$ cat src/include/gpio_in_settings.svh
/* build-time settings for the input block; masks are GPIO_DATA_W bits wide
   a bit must be live in GPIO_LIVE_MASK before its edge masks mean anything */

`ifndef GPIO_IN_SETTINGS_SVH
`define GPIO_IN_SETTINGS_SVH

// pin count and data width of every register
`define GPIO_DATA_W 8

// resync flops on the level path, 1 min
`define GPIO_SYNC_W 2

// live pins, bit 7 is dead and reads zero
`define GPIO_LIVE_MASK 8'h7F

// edge selection per bit
// 0-1 rise only, 2-3 both edges, 4-5 fall only, 6-7 no events
`define GPIO_RISE_MASK 8'h0F
`define GPIO_FALL_MASK 8'h3C

`endif
$ cat src/rtl/gpio_io_pkg.sv
/* pin-side types, sized from the settings header
   one vector type serves levels, events, enables and bus data */

package gpio_io_pkg;

`include "gpio_in_settings.svh"

	// pin data vector
	// same width for the level, event, enable and clear paths
	typedef logic [`GPIO_DATA_W-1:0] gpio_data_t;

endpackage

$ cat src/rtl/gpio_bus_pkg.sv
/* host bus types for the four-phase req/ack slave
   one access at a time; no byte enables, no error response */

package gpio_bus_pkg;

	// register address, four words
	typedef logic [1:0] reg_addr_t;

	// register map, address 3 is reserved (reads zero, writes ignored)
	localparam reg_addr_t REG_LEVEL  = 2'd0;	// synchronized pin levels, read only
	localparam reg_addr_t REG_EVENT  = 2'd1;	// sticky events, write 1 to clear
	localparam reg_addr_t REG_IRQ_EN = 2'd2;	// interrupt enable, read/write

	// host to slave, held stable until ack
	typedef struct packed {
		logic                    req;	// access request
		logic                    we;	// 1=write, 0=read
		reg_addr_t               addr;	// register select
		gpio_io_pkg::gpio_data_t wdata;	// write data
	} bus_req_t;

	// slave to host
	typedef struct packed {
		logic                    ack;	// access done, held until req drops
		gpio_io_pkg::gpio_data_t rdata;	// valid while ack is high
	} bus_resp_t;

	// bus slave FSM
	typedef enum logic {
		S_IDLE = 1'b0,	// waiting for req
		S_ACK  = 1'b1	// ack high, waiting for req to drop
	} slave_state_e;

endpackage

$ cat src/rtl/gpio_in_top.sv
/* input block top: resync and mask pins, detect edges, capture events,
   expose levels/events/enable over the req/ack bus and drive one interrupt
   pins_i is asynchronous; everything else is in the clk_i domain */

`timescale 1ns/1ps

`include "gpio_in_settings.svh"

module gpio_in_top (
	input  logic                    clk_i,		// clock
	input  logic                    rst_i,		// async reset, active high
	input  gpio_io_pkg::gpio_data_t pins_i,		// raw pins
	input  gpio_bus_pkg::bus_req_t  bus_req_i,	// host request
	output gpio_bus_pkg::bus_resp_t bus_resp_o,	// host response
	output logic                    irq_o		// any enabled event
);

	gpio_io_pkg::gpio_data_t level;		// synchronized, masked levels
	gpio_io_pkg::gpio_data_t edges;		// one-cycle edge pulses
	gpio_io_pkg::gpio_data_t events;	// sticky events
	gpio_io_pkg::gpio_data_t evt_clr;	// write-1-to-clear pulse

	// level path: mask dead pins, resync live ones, no edges
	in_cond #(
		.DATA_W    (`GPIO_DATA_W),
		.SYNC_W    (`GPIO_SYNC_W),
		.LIVE_MASK (`GPIO_LIVE_MASK),
		.SYNC_MASK ('1),
		.RISE_MASK ('0),
		.FALL_MASK ('0)
	) u_level_cond (
		.clk_i  (clk_i),
		.rst_i  (rst_i),
		.data_i (pins_i),
		.data_o (level)
	);

	// event path: already synchronous, only edge-sensitive bits live
	in_cond #(
		.DATA_W    (`GPIO_DATA_W),
		.SYNC_W    (`GPIO_SYNC_W),
		.LIVE_MASK (`GPIO_RISE_MASK | `GPIO_FALL_MASK),
		.SYNC_MASK ('0),
		.RISE_MASK (`GPIO_RISE_MASK),
		.FALL_MASK (`GPIO_FALL_MASK)
	) u_edge_cond (
		.clk_i  (clk_i),
		.rst_i  (rst_i),
		.data_i (level),
		.data_o (edges)
	);

	event_capture u_event_capture (
		.clk_i    (clk_i),
		.rst_i    (rst_i),
		.edge_i   (edges),
		.clr_i    (evt_clr),
		.events_o (events)
	);

	gpio_regs u_gpio_regs (
		.clk_i      (clk_i),
		.rst_i      (rst_i),
		.bus_req_i  (bus_req_i),
		.bus_resp_o (bus_resp_o),
		.level_i    (level),
		.events_i   (events),
		.evt_clr_o  (evt_clr),
		.irq_o      (irq_o)
	);

endmodule

$ cat src/rtl/gpio_regs.sv
/* four-phase req/ack register slave with event clear and interrupt enable
   ack rises one edge after req is sampled in idle; one access in flight only
   rdata is valid only while ack is high */

`timescale 1ns/1ps

module gpio_regs (
	input  logic                     clk_i,		// clock
	input  logic                     rst_i,		// async active-high reset
	input  gpio_bus_pkg::bus_req_t   bus_req_i,	// host request
	output gpio_bus_pkg::bus_resp_t  bus_resp_o,	// ack and read data
	input  gpio_io_pkg::gpio_data_t  level_i,		// synchronized pin levels
	input  gpio_io_pkg::gpio_data_t  events_i,		// sticky events
	output gpio_io_pkg::gpio_data_t  evt_clr_o,		// event clear pulse
	output logic                     irq_o			// registered interrupt
);

	gpio_bus_pkg::slave_state_e state_q;	// slave FSM
	gpio_io_pkg::gpio_data_t    irq_en_q;	// interrupt enable register
	gpio_io_pkg::gpio_data_t    rdata_q;	// latched read data
	gpio_io_pkg::gpio_data_t    rd_mux;		// decoded read value
	logic                       access;		// access accepted this cycle
	logic                       irq_q;		// interrupt flop

	// req sampled in idle starts the access; effects land at the ack edge
	assign access = (state_q == gpio_bus_pkg::S_IDLE) && bus_req_i.req;

	always_comb begin
		case (bus_req_i.addr)
			gpio_bus_pkg::REG_LEVEL:  rd_mux = level_i;
			gpio_bus_pkg::REG_EVENT:  rd_mux = events_i;
			gpio_bus_pkg::REG_IRQ_EN: rd_mux = irq_en_q;
			default:                  rd_mux = '0;	// reserved word
		endcase
	end

	// clear pulse is combinational so events drop at the same edge as ack rises
	assign evt_clr_o = (access && bus_req_i.we && (bus_req_i.addr == gpio_bus_pkg::REG_EVENT)) ?
	                   bus_req_i.wdata : '0;

	always_ff @(posedge clk_i or posedge rst_i) begin
		if (rst_i) begin
			state_q <= gpio_bus_pkg::S_IDLE;
		end else begin
			case (state_q)
				gpio_bus_pkg::S_IDLE: begin
					if (bus_req_i.req) begin
						state_q <= gpio_bus_pkg::S_ACK;	// ack next edge
					end
				end
				gpio_bus_pkg::S_ACK: begin
					if (!bus_req_i.req) begin
						state_q <= gpio_bus_pkg::S_IDLE;	// host let go so ack drops
					end
				end
				default: state_q <= gpio_bus_pkg::S_IDLE;
			endcase
		end
	end

	always_ff @(posedge clk_i or posedge rst_i) begin
		if (rst_i) begin
			irq_en_q <= '0;	// all interrupts masked
		end else if (access && bus_req_i.we && (bus_req_i.addr == gpio_bus_pkg::REG_IRQ_EN)) begin
			irq_en_q <= bus_req_i.wdata;
		end
	end

	// read value captured at the edge that raises ack
	always_ff @(posedge clk_i or posedge rst_i) begin
		if (rst_i) begin
			rdata_q <= '0;
		end else if (access) begin
			rdata_q <= rd_mux;
		end
	end

	always_ff @(posedge clk_i or posedge rst_i) begin
		if (rst_i) begin
			irq_q <= 1'b0;
		end else begin
			irq_q <= |(events_i & irq_en_q);	// any enabled event
		end
	end

	always_comb begin
		bus_resp_o.ack   = (state_q == gpio_bus_pkg::S_ACK);
		bus_resp_o.rdata = rdata_q;
	end

	assign irq_o = irq_q;

	// ack only ever answers a request seen on the previous edge
	a_ack_needs_req : assert property (
		@(posedge clk_i) disable iff (rst_i)
		$rose(bus_resp_o.ack) |-> $past(bus_req_i.req)
	) else $error("gpio_regs: ack rose without req");

	// host holds the request steady until it sees ack
	a_req_stable : assert property (
		@(posedge clk_i) disable iff (rst_i)
		(bus_req_i.req && !bus_resp_o.ack) |=> (bus_req_i.req && $stable(bus_req_i))
	) else $error("gpio_regs: request changed before ack");

endmodule

$ cat src/rtl/event_capture.sv
/* sticky event register, one bit per pin
   a set and a clear in the same cycle leave the bit set */

`timescale 1ns/1ps

module event_capture (
	input  logic                    clk_i,		// clock
	input  logic                    rst_i,		// async reset, active high
	input  gpio_io_pkg::gpio_data_t edge_i,		// edge pulses, one cycle each
	input  gpio_io_pkg::gpio_data_t clr_i,		// write-1-to-clear pulse from bus
	output gpio_io_pkg::gpio_data_t events_o	// sticky event bits
);

	gpio_io_pkg::gpio_data_t events_q;	// event state
	gpio_io_pkg::gpio_data_t events_d;	// next state

	// clear first, then set, so a new edge is never lost
	always_comb begin
		events_d = (events_q & ~clr_i) | edge_i;
	end

	always_ff @(posedge clk_i or posedge rst_i) begin
		if (rst_i) begin
			events_q <= '0;	// no events after reset
		end else begin
			events_q <= events_d;
		end
	end

	assign events_o = events_q;

	// an edge pulse is always visible in the event bits one cycle later,
	// even when the host clears the same bit in that cycle
	a_edge_sets_event : assert property (
		@(posedge clk_i) disable iff (rst_i)
		(edge_i != '0) |=> ((events_o & $past(edge_i)) == $past(edge_i))
	) else $error("event_capture: edge pulse did not set its event bit");

endmodule

$ cat src/rtl/in_cond.sv
/* per-bit input conditioning where dead bits read zero and live bits are optionally
   resynced through SYNC_W flops and optionally turned into edge pulses
   edge pulses are combinational from the conditioned bit and its delayed copy */

`timescale 1ns/1ps

module in_cond #(
	parameter int              DATA_W    = 8,	// data width
	parameter int              SYNC_W    = 2,	// resync depth of at least 1
	parameter logic [DATA_W-1:0] LIVE_MASK = '1,	// 1 marks a live bit and 0 a dead one
	parameter logic [DATA_W-1:0] SYNC_MASK = '0,	// 1=resync this bit
	parameter logic [DATA_W-1:0] RISE_MASK = '0,	// 1=pulse on rising edge
	parameter logic [DATA_W-1:0] FALL_MASK = '0	// 1=pulse on falling edge
) (
	input  logic              clk_i,	// clock
	input  logic              rst_i,	// async active-high reset
	input  logic [DATA_W-1:0] data_i,	// raw or synchronized input
	output logic [DATA_W-1:0] data_o	// conditioned output
);

	genvar i;

	for (i = 0; i < DATA_W; i++) begin : g_bit
		if (LIVE_MASK[i]) begin : g_live
			logic cur;	// bit after optional resync

			if (SYNC_MASK[i]) begin : g_sync
				logic [SYNC_W-1:0] sync_q;	// shift chain with oldest sample at msb

				always_ff @(posedge clk_i or posedge rst_i) begin
					if (rst_i) begin
						sync_q <= '0;
					end else begin
						sync_q <= (sync_q << 1) | SYNC_W'(data_i[i]);	// new sample enters at lsb
					end
				end
				assign cur = sync_q[SYNC_W-1];
			end else begin : g_nosync
				assign cur = data_i[i];	// already in clock domain
			end

			if (RISE_MASK[i] || FALL_MASK[i]) begin : g_edge
				logic prev_q;	// one-cycle delayed copy

				always_ff @(posedge clk_i or posedge rst_i) begin
					if (rst_i) begin
						prev_q <= 1'b0;
					end else begin
						prev_q <= cur;
					end
				end

				// both masks set gives a pulse on any change
				assign data_o[i] = (RISE_MASK[i] & cur & ~prev_q) |
				                   (FALL_MASK[i] & ~cur & prev_q);
			end else begin : g_level
				assign data_o[i] = cur;	// plain level
			end
		end else begin : g_dead
			assign data_o[i] = 1'b0;	// dead bit
		end
	end

	// a zero-depth chain would leave the sync path undriven
	a_sync_w_min : assert property (@(posedge clk_i) SYNC_W >= 1)
		else $error("in_cond: SYNC_W must be at least 1");

endmodule

$ cat config.mk
export PLATFORM = sky130hd
export DESIGN_NAME = gpio_in_top
export DESIGN_NICKNAME = d
export VERILOG_FILES = /design/src/rtl/gpio_io_pkg.sv /design/src/rtl/gpio_bus_pkg.sv /design/src/rtl/gpio_in_top.sv /design/src/rtl/gpio_regs.sv /design/src/rtl/event_capture.sv /design/src/rtl/in_cond.sv
export VERILOG_INCLUDE_DIRS = /design/src /design/src/include
export SDC_FILE = /design/constraint.sdc
export NUM_CORES = 1
export LEC_CHECK = 0
export BUFFER_PORTS_ARGS = -buffer_cell sky130_fd_sc_hd__buf_4
export CORE_ASPECT_RATIO = 0.9
export CORE_UTILIZATION = 45
export DETAILED_ROUTE_END_ITERATION = 8
export PLACE_DENSITY_LB_ADDON = 0.15
export SLEW_MARGIN = 25
export SYNTH_ARGS = -nofsm -noshare
export SYNTH_HDL_FRONTEND = slang
export SYNTH_SLANG_ARGS = --single-unit
$ cat constraint.sdc
create_clock -name clk_i -period 2.4 [get_ports clk_i]
set_input_delay 0.12 -clock clk_i [delete_from_list [all_inputs] [get_ports clk_i]]
set_output_delay 0.12 -clock clk_i [all_outputs]
set_load 0.01 [all_outputs]
Yosys cells after proc, flatten, opt, wreduce, memory -nomap -nowiden:

Cells that the tools add are included.

* register bits after elaboration: 46
* latch bits: 0
* bits in writable memories: 0
* ROM bits: 0
* bits of input ports: 22
* output and inout port bits: 10
* word-level logic and storage cells: 59
* memories kept: 0

* $add $sub $neg: 0
* multipliers: 0
* divide/modulo/power cells: 0
* magnitude comparators: 0
* equality and inequality tests: 2
* shifts and indexed selects: 0
* muxes and demuxes: 3
* bitwise operators: 30
* reduce and logical (&&, ||, !) cells: 6

Operator list (number)
* $pmux 8 s3: 1
* $and 8x8->8: 2
* $or 2x1->2: 7
* $not 1->1: 9
* $and 1x1->1: 8
* $mux 8: 1
* $not 8->8: 1
* $or 8x6->8: 1
* $reduce_or 8->1: 1
* $logic_and 1x1->1: 4
* $eq 2x1->1 const B: 1
* $eq 2x2->1 const B: 1
* $logic_not 2->1: 1
* $or 1x1->1: 2
* $mux 1: 1

Longest topological paths before layout:

Gate-level depths: netlist of run 1.

* depth in word-level cells: 8
* depth in mapped cells: 5

By module:

Synthesis of run 1 repeated with hierarchy kept, for this count alone.

* cell total of the unflattened synthesis: 155
* area, all modules: 1929.4 sq um

By module, submodules not included
* gpio_regs: instances 1, cells an instance 90, area an instance 1002.2 sq um, sequential area each 450.4 sq um
* in_cond at u_level_cond: instances 1, cells an instance 24, area an instance 417.9 sq um, sequential area each 350.3 sq um
* event_capture: instances 1, cells an instance 25, area an instance 294.0 sq um, sequential area each 200.2 sq um
* in_cond at u_edge_cond: instances 1, cells an instance 16, area an instance 215.2 sq um, sequential area each 150.1 sq um

Least setup slack after synthesis of run 1:

OpenSTA, ideal clock, no wires.

* path type: flip-flop to flip-flop
* start point: register u_gpio_regs.state_q
* end point: register u_gpio_regs.irq_en_q[0]
* data arrival time: 1289 ps
* path slack: 986 ps
* cell stages (with the launch flop): 6
* path buffers: 2
* period minus slack after synthesis: 1414 ps
* cell sequence: dfrtp_1 -> and3b_1 -> buf_6 -> and3b_1 -> buf_6 -> mux2_4

* longest elaborated chain between the ends: 4

Ends and longest elaborated chain
* from (decl): line gpio_regs.sv:18 `gpio_bus_pkg::slave_state_e state_q;`
* from (signal assigned): line gpio_regs.sv:43 `state_q <= gpio_bus_pkg::S_IDLE;`
* from (signal assigned): line gpio_regs.sv:48 `state_q <= gpio_bus_pkg::S_ACK;`
* from (signal assigned): line gpio_regs.sv:53 `state_q <= gpio_bus_pkg::S_IDLE;`
* $not 1->1: line gpio_regs.sv:26 `assign access = (state_q == gpio_bus_pkg::S_IDLE) && bus_req_i.req;`
* $logic_and 1x1->1: line gpio_regs.sv:26
* $logic_and 1x1->1 (2 in a row): line gpio_regs.sv:64 `end else if (access && bus_req_i.we && (bus_req_i.addr == gpio_bus_pkg::REG_IRQ_EN)) begin`
* to (signal assigned): line gpio_regs.sv:65 `irq_en_q <= bus_req_i.wdata;`
* to (decl): line gpio_regs.sv:19 `gpio_io_pkg::gpio_data_t irq_en_q;`

No other way between the ends.
A chain may end at the register's enable or synchronous reset.

Final worst setup path of run 1:

* start point: input bus_req_i[11] (netlist name)
* end point: register u_gpio_regs.irq_en_q[1]

* longest elaborated chain between the ends: 3

Ends and longest elaborated chain
* from (decl): line gpio_in_top.sv:13 `input gpio_bus_pkg::bus_req_t bus_req_i,`
* $logic_and 1x1->1: line gpio_regs.sv:26
* $logic_and 1x1->1 (2 in a row): line gpio_regs.sv:64

No other way between the ends.

==> results of run 1 <==
flip-flops by register name (all words and copies together) (netlist names):
name / cells
u_gpio_regs.irq_en_q: 8
u_event_capture.events_o: 8
u_edge_cond.g_bit.g_live.g_edge.prev_q: 6
u_level_cond.g_bit.g_live.g_sync.sync_q: 14
u_gpio_regs.state_q: 1
u_gpio_regs.rdata_q: 8
u_gpio_regs.irq_o: 1
cell families (layout without fill, tap and decap cells):
group	Yosys count	in the layout
simple gates	33	33
mux	15	15
compound gates	22	22
flops	46	46
buf+inv	12	53
xor+xnor	2	2
routing by layer:
| layer | vias up | track usage, % |
|---|---|---|
| met5 | - | 0 |
| met3 | 5 | 5.37 |
| li1 | 526 | - |
| met2 | 29 | 27.6 |
| met1 | 551 | 23.9 |
| met4 | 0 | 8.04 |
per-stage QoR:
stage                     hold WS [ps]  cells  total power [uW]  instance area, sq um  util, %
after global routing              23.7    217              1650                  2180     58.4
after CTS                         14.4    217              1600                  2180     58.4
after floorplan                    151    130              1050                  1760        -
after detailed placement           218    201              1150                  2010     53.8
final                             19.3    217              1580                  2180     58.4
after global placement             201    201              1140                  2010     53.8
worst max-delay path, cell delays in order:
cell,delay (ps)
dlygate4sd3_1,530
buf_4,110
and3b_1,170
and3b_1,540
mux2_4,350
worst max path at each step:
stage / startpoint / endpoint / slack (ps) / cells past startpoint
after floorplan: u_gpio_regs.state_q$_DFF_PP0_ / u_gpio_regs.irq_en_q[0]$_DFFE_PP0P_ / 990 / 5
final: bus_req_i[11] / u_gpio_regs.irq_en_q[1]$_DFFE_PP0P_ / 760 / 5
after global routing: u_gpio_regs.state_q$_DFF_PP0_ / u_gpio_regs.irq_en_q[2]$_DFFE_PP0P_ / 710 / 3
after detailed placement: u_gpio_regs.state_q$_DFF_PP0_ / u_gpio_regs.irq_en_q[0]$_DFFE_PP0P_ / 780 / 3
after CTS: u_gpio_regs.state_q$_DFF_PP0_ / u_gpio_regs.irq_en_q[0]$_DFFE_PP0P_ / 760 / 3
after global placement: u_gpio_regs.state_q$_DFF_PP0_ / u_gpio_regs.irq_en_q[6]$_DFFE_PP0P_ / 810 / 3
cells in the final DEF (no fill, tap or decap), drive strengths merged:
master and n:
nor2b 1, and2 1, nor2 8, a31oi 6
or2 6, a2bb2oi 2, clkinv 3, buf 32
a21boi 2, and2b 1, mux2i 7, nand3 6
nand2 7, inv 4, a21o 2, dfrtp 46
a21oi 2, nand4 1, a22oi 4, dlygate4sd3 9
a22o 4, clkbuf 5, xor2 2, mux2 8
and3b 2
layout make-up:
type / count / area, sq um / area share [%]
well taps: 46 / 57.6 / 2.64
flip-flops and latches: 46 / 1150 / 52.9
inverters: 5 / 18.8 / 0.862
repair buffers: 41 / 330 / 15.2
clock inverters: 2 / 10.0 / 0.460
clock buffers: 5 / 68.8 / 3.16
multi-input cells: 72 / 541 / 24.8
synth_stat cells:
cell,number
a21boi_0,2
a2bb2oi_1,2
inv_1,5
a22oi_1,4
and3b_1,2
mux2i_1,7
buf_6,2
nor2_1,8
nand3_1,6
nor2b_2,1
and2b_2,1
buf_4,2
a21oi_1,2
nand4_1,1
and2_2,1
a22o_1,4
a31oi_1,6
clkbuf_1,1
mux2_4,8
a21o_1,2
buf_2,2
dfrtp_1,46
or2_2,6
xor2_1,2
nand2_1,7
where the power goes:
part	switching (uW)	internal, uW
sequential	51.3	849
clock	236	195
combinational	97.0	146
timing repair:
action | 4_1_cts | 5_1_grt
setup buffers | 0 | 0
hold endpoints to repair | 30 | 0
hold buffers | 9 | 0
==> flow_summary.toml, run 1 <==
[grt]
grt_pass1_vias = 1036
gr-total-overflow = 0
grt_usage_pct = 18.1
antenna_found_initial = 0
grt_start_max_net_pins = 25
grt_pass1_wl_um = 5200

[routing]
drtAntennaViolNets = 0
totalWireLength_um = 3250
num_vias = 1111
drtPass1Iterations = 4
wl_met3_um = 155
wl_met1_um = 1480
drc = 0
wl_per_cell_um = 15.0
wl_met2_um = 1570
drt_iter0_markers = 74
dr.max_layer_used = "met4"
vias_per_cell = 5.12

[clock_network]
cts-resized-gates = 0
htree_levels = 2
worstSkewPairLatency_ps = 290
cts_made_buffers = 5
cts.path.max_buffers = 2
cts_tree = "done"
clockRootBuffer = "clkbuf_8"
clk_pin_slew_ps = 80
clkSinkCount = 46

[synthesis]
synth_fa_ha_area_share_pct = 0
ys_warn_count = 0
synth_top_family_by_area = "multiplexers"
yosys.area_share.simple_pct = 9.80
ys_ff_latch = 46
synth.area.top_cells = "dfrtp_1 (65%), mux2_4 (6.8%), mux2i_1 (4.0%)"
synth_top_area_share_pct = 65.3
syn_area_sq_um = 1760
yosys.area.top_type = "dfrtp_1"
synthDistinctLibCells = 25
synth_compound_area_share_pct = 9.09
synth-xor-area-share_pct = 0.994
synthesis.nets = 152
seq_area_frac_synth_pct = 65.3
synthMuxAreaShare_pct = 10.8
syn_area_per_cell_sq_um = 13.6
syn_inst = 130

[floorplanning]
fp.dieH_um = 61.4
ioPinCount = 32
start_util_pct = 47.2
die_area_sq_um = 4170
coreArea_sq_um = 3730
num_rows = 21
die_x_um = 68.0

[sta]
fin_setup_tns_ps = 0
fin_ws_ps = 757
relSlewSlack_pct = 47.1
finalMaxSlewViolations = 0
finClkSkew_ps = 5.78
period_minus_slack_ps = 1640
fin_crit_sh_pct = 68.4
setup_violations = 0
worst_pin_slew_ps = 788
rsz0062_at_grt = "no"
fmax_mhz = 609
hold_violations = 0

[cells_and_area]
fill_cells = 310
antenna_cells = 0
drive_above_1_share_pct = 32.7
area_delta_synth_final_pct = 23.6
final_nets = 193

[worst_setup_path]
reg2reg_from = "u_gpio_regs.state_q$_DFF_PP0_"
crit_required_ps = 2580
r2r_cells = 3
worstSetupPathType = "in -> reg"
cp_max_fo = 8
worst_setup_path_start_kind = "input pin"
worstSetupEndpointType = "flop"
worstPathArrival_ps = 1820
r2r_setup_slack_ps = 770
r2r-end = "u_gpio_regs.irq_en_q[1]$_DFFE_PP0P_"

[worst_hold_path]
worstHoldPathType = "in -> reg"
hp-start = "bus_req_i[6]"
min_to = "u_event_capture.events_o[6]$_DFF_PP0_"
whs_path_depth = 2

[placement]
place_ws_ps = 783
dp_hpwl_um = 2200
globalplace.congestion = 0.775
placement.io_buffers = 30

[flow_run]
drv_cap = 0

[power]
power_density_nw_per_um2 = 724
irDropWorstVdd_mv = 0.468
power.leakage_uw = 0.00102

[status]
status = "finished clean"
No activity file was read; power rests on OpenSTA's default activity.
==> run 2: changes to the inputs <==
--- a/config.mk
+++ b/config.mk
@@ -6,6 +6,7 @@
 export SDC_FILE = /design/constraint.sdc
 export NUM_CORES = 1
 export LEC_CHECK = 0
+export ABC_AREA = 1
 export BUFFER_PORTS_ARGS = -buffer_cell sky130_fd_sc_hd__buf_4
 export CORE_ASPECT_RATIO = 0.9
 export CORE_UTILIZATION = 45
==> constraint.sdc (replaced) <==
create_clock -name clk_i -period 1.3 [get_ports clk_i]
set_input_delay 0.065 -clock clk_i [delete_from_list [all_inputs] [get_ports clk_i]]
set_output_delay 0.065 -clock clk_i [all_outputs]
set_load 0.01 [all_outputs]
==> flow_summary.toml, run 2 <==
[synthesis]
ys_warn_count = 0
syn_area_per_cell_sq_um = 9.87
synth_fa_ha_area_share_pct = 0
syn_inst = 184
synth_compound_area_share_pct = 3.44
synthFlopType = "dfrtp_1"
synth-xor-area-share_pct = 0.964
synthesis.nets = 206
synthMuxAreaShare_pct = 0
synth_top_area_share_pct = 63.4
syn_area_sq_um = 1820
synthDistinctLibCells = 18
yosys.area.top_type = "dfrtp_1"
synth_edf_count = 0
synth.area.top_cells = "dfrtp_1 (63%), nand2_1 (17%), nand3_1 (6.1%)"
synth_top_family_by_area = "simple AND/OR/NAND/NOR gates"
seq_area_frac_synth_pct = 63.4
ys_ff_latch = 46
synth_common_cells = "nand2_1 (80), dfrtp_1 (46), nand3_1 (22)"
yosys.area_share.simple_pct = 28.0
yosysMostFrequentCell = "nand2_1"
synthArstFlopShare_pct = 100

[worst_setup_path]
crit_path_frequent_cell = "nand2_1"
worst_path_max_delay_cell = "dfrtp_1"
worstPathArrival_ps = 1330
worst_setup_path_start_kind = "flop"
worstSetupPathType = "reg -> reg"
reg2reg_from = "u_gpio_regs.state_q$_DFF_PP0_"
max_stage_delay_ps = 390
crit_chain = "inv_2, nand3_4, nor2_8, nand2_1, nand2_1, nand2_1"
cp_max_fo = 9
worstSetupEndpointType = "flop"
crit_start = "u_gpio_regs.state_q$_DFF_PP0_"
crit_required_ps = 1480

[flow_run]
drv_cap = 0

[sta]
period_minus_slack_ps = 1150
setup_violations = 0
fmax_mhz = 869
fin_hold_ws_ps = 235
fin_ws_ps = 149
worst_pin_slew_ps = 302
fin_crit_sh_pct = 88.6
fin_setup_tns_ps = 0
hold_violations = 0
relSlewSlack_pct = 79.8
finClkSkew_ps = 8.99
finalMaxSlewViolations = 0
rsz0062_at_grt = "no"

[clock_network]
cts_tree = "done"
clk_pin_slew_ps = 80
cts-resized-gates = 0
htree_levels = 2
cts.path.max_buffers = 2
clockRootBuffer = "clkbuf_8"
cts_made_buffers = 5
clkSinkCount = 46
worstSkewPairLatency_ps = 290

[cells_and_area]
final_nets = 258
layout.cells.non_filler = 283
layout_commonest_cell = "nand2_1"
area_delta_synth_final_pct = 29.4
seq_area_sq_um = 1150
antenna_cells = 0
largest_register = "u_level_cond.g_bit.g_live.g_sync.sync_q"
fill_cells = 328
drive_above_1_share_pct = 20.3
largest_register_ffs = 14
layout_common_cells = "nand2_1 (80), dfrtp_1 (46), buf_4 (30)"
multiInputGateArea_sq_um = 589

[routing]
drtAntennaViolNets = 0
drc = 0
totalWireLength_um = 3630
drt_iter0_markers = 130
wl_per_cell_um = 12.8
num_vias = 1415
vias_per_cell = 5.00
drtPass1Iterations = 4

[floorplanning]
die_area_sq_um = 4300
num_rows = 21
fp.dieH_um = 62.3
start_util_pct = 48.0
ioPinCount = 32
coreArea_sq_um = 3780
die_x_um = 69.0

[placement]
place_inst = 258
dp_hpwl_um = 2440
globalplace.congestion = 0.807
place_ws_ps = 164
placement.io_buffers = 30

[power]
irDropWorstVdd_mv = 0.847
power_density_nw_per_um2 = 1270
power.leakage_uw = 0.00121
fin_total_pwr_uw = 3000

[grt]
grt_usage_pct = 19.8
gr-total-overflow = 0
grt_pass1_vias = 1410
antenna_found_initial = 0
grt_pass1_wl_um = 6310
grt_start_max_net_pins = 47

[status]
status = "finished clean"

[worst_hold_path]
worstHoldPathType = "in -> reg"
hp-start = "bus_req_i[8]"
==> run 2: cell count changes in the layout (fill, tap and decap cells not counted), sizes merged, moves of 7 or more <==
cell / previous run / this run
nand3: 6 / 23
dlygate4sd3: 9 / 17
mux2: 8 / 0
mux2i: 7 / 0
o21ai: 0 / 10
nand2: 7 / 82
==> run 2: worst max-delay path: cells and delay by family (launching register included) <==
kind | cells | cell delay, ps
flops | 1 | 390
buf+inv | 1 | 80
simple gates | 5 | 570
==> run 2: kinds of logic (layout without fill, tap and decap cells) <==
group	Yosys count	in the layout
flops	46	46
simple gates	110	110
buf+inv	14	67
xor+xnor	2	2
compound gates	12	12
==> run 2: worst paths after layout <==
| kind | slack (ps) | depth (start not counted) | to |
|---|---|---|---|
| max in group asynchronous | 730 | 4 | u_level_cond.g_bit[0].g_live.g_sync.sync_q[1]$_DFF_PP0_ |
| hold reg to reg | 350 | 0 | u_level_cond.g_bit[3].g_live.g_sync.sync_q[1]$_DFF_PP0_ |
| setup reg to reg | 150 | 6 | u_event_capture.events_o[3]$_DFF_PP0_ |
| min in group asynchronous | 350 | 4 | u_gpio_regs.rdata_q[5]$_DFFE_PP0N_ |
| setup / recovery | 150 | 6 | u_event_capture.events_o[3]$_DFF_PP0_ |
| hold / removal | 230 | 5 | u_gpio_regs.rdata_q[7]$_DFFE_PP0N_ |
==> run 2: cell type report <==
class | count | share of cell area [%]
well taps | 46 | 2.45
inverters | 11 | 1.97
multi-input cells | 124 | 25.1
repair buffers | 48 | 17.7
flip-flops and latches | 46 | 49.0
clock buffers | 7 | 3.67
clock inverters | 1 | 0.213
==> run 2: stage by stage <==
step	util, %	cell area [sq um]
6_report	62.1	2350
5_1_grt	62.1	2350
4_1_cts	62.1	2350
3_5_place_dp	55.2	2090
3_3_place_gp	55.2	2090
2_1_floorplan	-	1820
==> run 2: routing by layer <==
metal / track usage (%) / part of all wire, %
met5: 0 / 0
met4: 8.93 / 2.8
met3: 4.60 / 4.6
met2: 29.6 / 45
met1: 27.1 / 47
==> run 2: repair_timing <==
action                                 CTS  global route
setup buffers                            0             0
hold buffers                            17             0
endpoints found under the hold margin   64             0
==> run 2: where the power goes <==
part / internal (uW) / total [uW] / switching, uW
Sequential: 1570 / 1650 / 81.7
Combinational: 221 / 469 / 248
Clock: 429 / 877 / 448
Total: 2220 / 3000 / 778
==> run 3: changes to the inputs <==
--- a/config.mk
+++ b/config.mk
@@ -8,8 +8,10 @@
 export LEC_CHECK = 0
 export ABC_AREA = 1
 export BUFFER_PORTS_ARGS = -buffer_cell sky130_fd_sc_hd__buf_4
+export CELL_PAD_IN_SITES_DETAIL_PLACEMENT = 1
+export CELL_PAD_IN_SITES_GLOBAL_PLACEMENT = 1
 export CORE_ASPECT_RATIO = 0.9
-export CORE_UTILIZATION = 45
+export CORE_UTILIZATION = 37
 export DETAILED_ROUTE_END_ITERATION = 8
 export PLACE_DENSITY_LB_ADDON = 0.15
 export SLEW_MARGIN = 25
==> constraint.sdc (replaced) <==
create_clock -name clk_i -period 1.3 [get_ports clk_i]
set_input_delay 0.39 -clock clk_i [delete_from_list [all_inputs] [get_ports clk_i]]
set_output_delay 0.39 -clock clk_i [all_outputs]
set_load 0.01 [all_outputs]
==> flow_summary.toml, run 3 (same netlist as run 2, synthesis figures left out) <==
[status]
status = "finished clean"

[placement]
globalplace.congestion = 0.797
placed_cell_area_sq_um = 2140
placement.io_buffers = 30
dp_hpwl_um = 2930

[power]
power_density_nw_per_um2 = 1310
p_sw_share_pct = 27.0
p_int_uw = 2120
combPwrFrac_pct = 15.1
p_switching_uw = 786
fin_total_pwr_uw = 2910
irDropWorstVdd_mv = 0.552
clkPwrFrac_pct = 28.2
power.leakage_uw = 0.00114
p_seq_share_pct = 56.6

[routing]
totalWireLength_um = 4100
drtAntennaViolNets = 0
drc = 0
drtPass1Iterations = 4
vias_per_cell = 4.80
wl_per_cell_um = 14.4
num_vias = 1363
drt_iter0_markers = 60

[sta]
fmax_mhz = 816
rsz0062_at_grt = "no"
finalMaxSlewViolations = 0
finClkSkew_ps = 1.80
worst_pin_slew_ps = 245
period_minus_slack_ps = 1220
relSlewSlack_pct = 83.7
fin_crit_sh_pct = 94.2
fin_setup_tns_ps = 0
setup_violations = 0
hold_violations = 0

[worst_setup_path]
worstPathArrival_ps = 830
crit_required_ps = 910
cpLargestDelayFamily = "flip-flops"
max_stage_delay_ps = 390
r2r_setup_slack_ps = 120
worstSetupPathType = "reg -> out"
worst-path-buf-inv = 1
worst_setup_path_start_kind = "flop"
crit_chain = "buf_4"
cp_max_fo = 2
worst_path_max_delay_cell = "dfrtp_1"
worstSetupEndpointType = "output port"

[clock_network]
cts_tree = "done"
cts.path.max_buffers = 2
cts_setup_buffers = 0
clkSinkCount = 46
worstSkewPairLatency_ps = 290
postCtsHoldBufs = 0
htree_levels = 2
cts_made_buffers = 5
clk_pin_slew_ps = 80
cts-resized-gates = 0
clockRootBuffer = "clkbuf_8"

[floorplanning]
fp.dieH_um = 68.5
die_x_um = 75.9
ioPinCount = 32
die_area_sq_um = 5190
start_util_pct = 39.7
num_rows = 23
coreArea_sq_um = 4580

[worst_hold_path]
worstHoldPathType = "in -> async"

[grt]
grt_pass1_wl_um = 6780
gr-total-overflow = 0
grt_pass1_vias = 1455
grt_usage_pct = 18.4
antenna_found_initial = 0
grt_start_max_net_pins = 47

[cells_and_area]
antenna_cells = 0
seq_area_sq_um = 1150
final_nets = 244
design_area_sq_um = 2210
layout_common_cells = "nand2_1 (80), dfrtp_1 (46), buf_4 (33)"
area_delta_synth_final_pct = 21.9
layout_commonest_cell = "nand2_1"
largest_register = "u_level_cond.g_bit.g_live.g_sync.sync_q"
multiInputGateArea_sq_um = 589
largest_register_ffs = 14
fill_cells = 528
drive_above_1_share_pct = 23.4

[flow_run]
drv_cap = 0
==> run 3: final cells by class <==
class                           instances  share of cell area [%]
Clock buffer                            5                    3.11
Clock inverter                          2                   0.452
Inverter                               11                    2.26
Multi-Input combinational cell        124                    26.6
Sequential cell                        46                    52.0
Tap cell                               62                    3.50
Timing Repair Buffer                   34                    12.1
==> run 3: worst reg2reg max path, cell delays in order (launching register included) <==
cell and delay [ps]:
dfrtp_1 390, inv_2 80, nand3_4 180, nor2_8 230, nand2_1 80, nand2_1 60
nand2_1 50
==> run 3: final timing paths <==
path,startpoint,endpoint,cells after the start
worst max-delay path,u_gpio_regs.state_q$_DFF_PP0_,bus_resp_o[8],1
worst min-delay path,rst_i,u_level_cond.g_bit[3].g_live.g_sync.sync_q[0]$_DFF_PP0_,3
worst max register to register,u_gpio_regs.state_q$_DFF_PP0_,u_event_capture.events_o[3]$_DFF_PP0_,6
worst min register to register,u_level_cond.g_bit[6].g_live.g_sync.sync_q[0]$_DFF_PP0_,u_level_cond.g_bit[6].g_live.g_sync.sync_q[1]$_DFF_PP0_,0
max in group asynchronous,rst_i,u_level_cond.g_bit[5].g_live.g_sync.sync_q[1]$_DFF_PP0_,3
min in group clk_i,pins_i[4],u_level_cond.g_bit[4].g_live.g_sync.sync_q[0]$_DFF_PP0_,1
==> run 3: power groups by stage <==
stage	registers, uW	logic, uW	clock network (uW)
4_1_cts	1650	452	855
5_1_grt	1660	501	903
2_1_floorplan	1680	237	0
6_report	1650	441	820
3_3_place_gp	1670	433	0
3_5_place_dp	1680	450	0
==> run 3: per-stage QoR <==
step / utilization, % / worst slack, ps / instances / hold WS [ps]
6_report: 48.4 / 75.1 / 284 / 144
2_1_floorplan: - / 251 / 184 / 331
4_1_cts: 48.4 / 60.1 / 284 / 148
3_5_place_dp: 46.7 / 52.9 / 277 / 337
3_3_place_gp: 46.7 / 76.4 / 277 / 334
5_1_grt: 48.4 / 40.7 / 284 / 150
==> run 3: per-layer routing <==
layer,GRT usage [%],vias to the layer above,wire length (um)
li1,-,653,-
met1,22.0,677,1780
met2,32.0,25,2090
met3,3.98,8,162
met4,7.64,0,60
met5,0,-,0
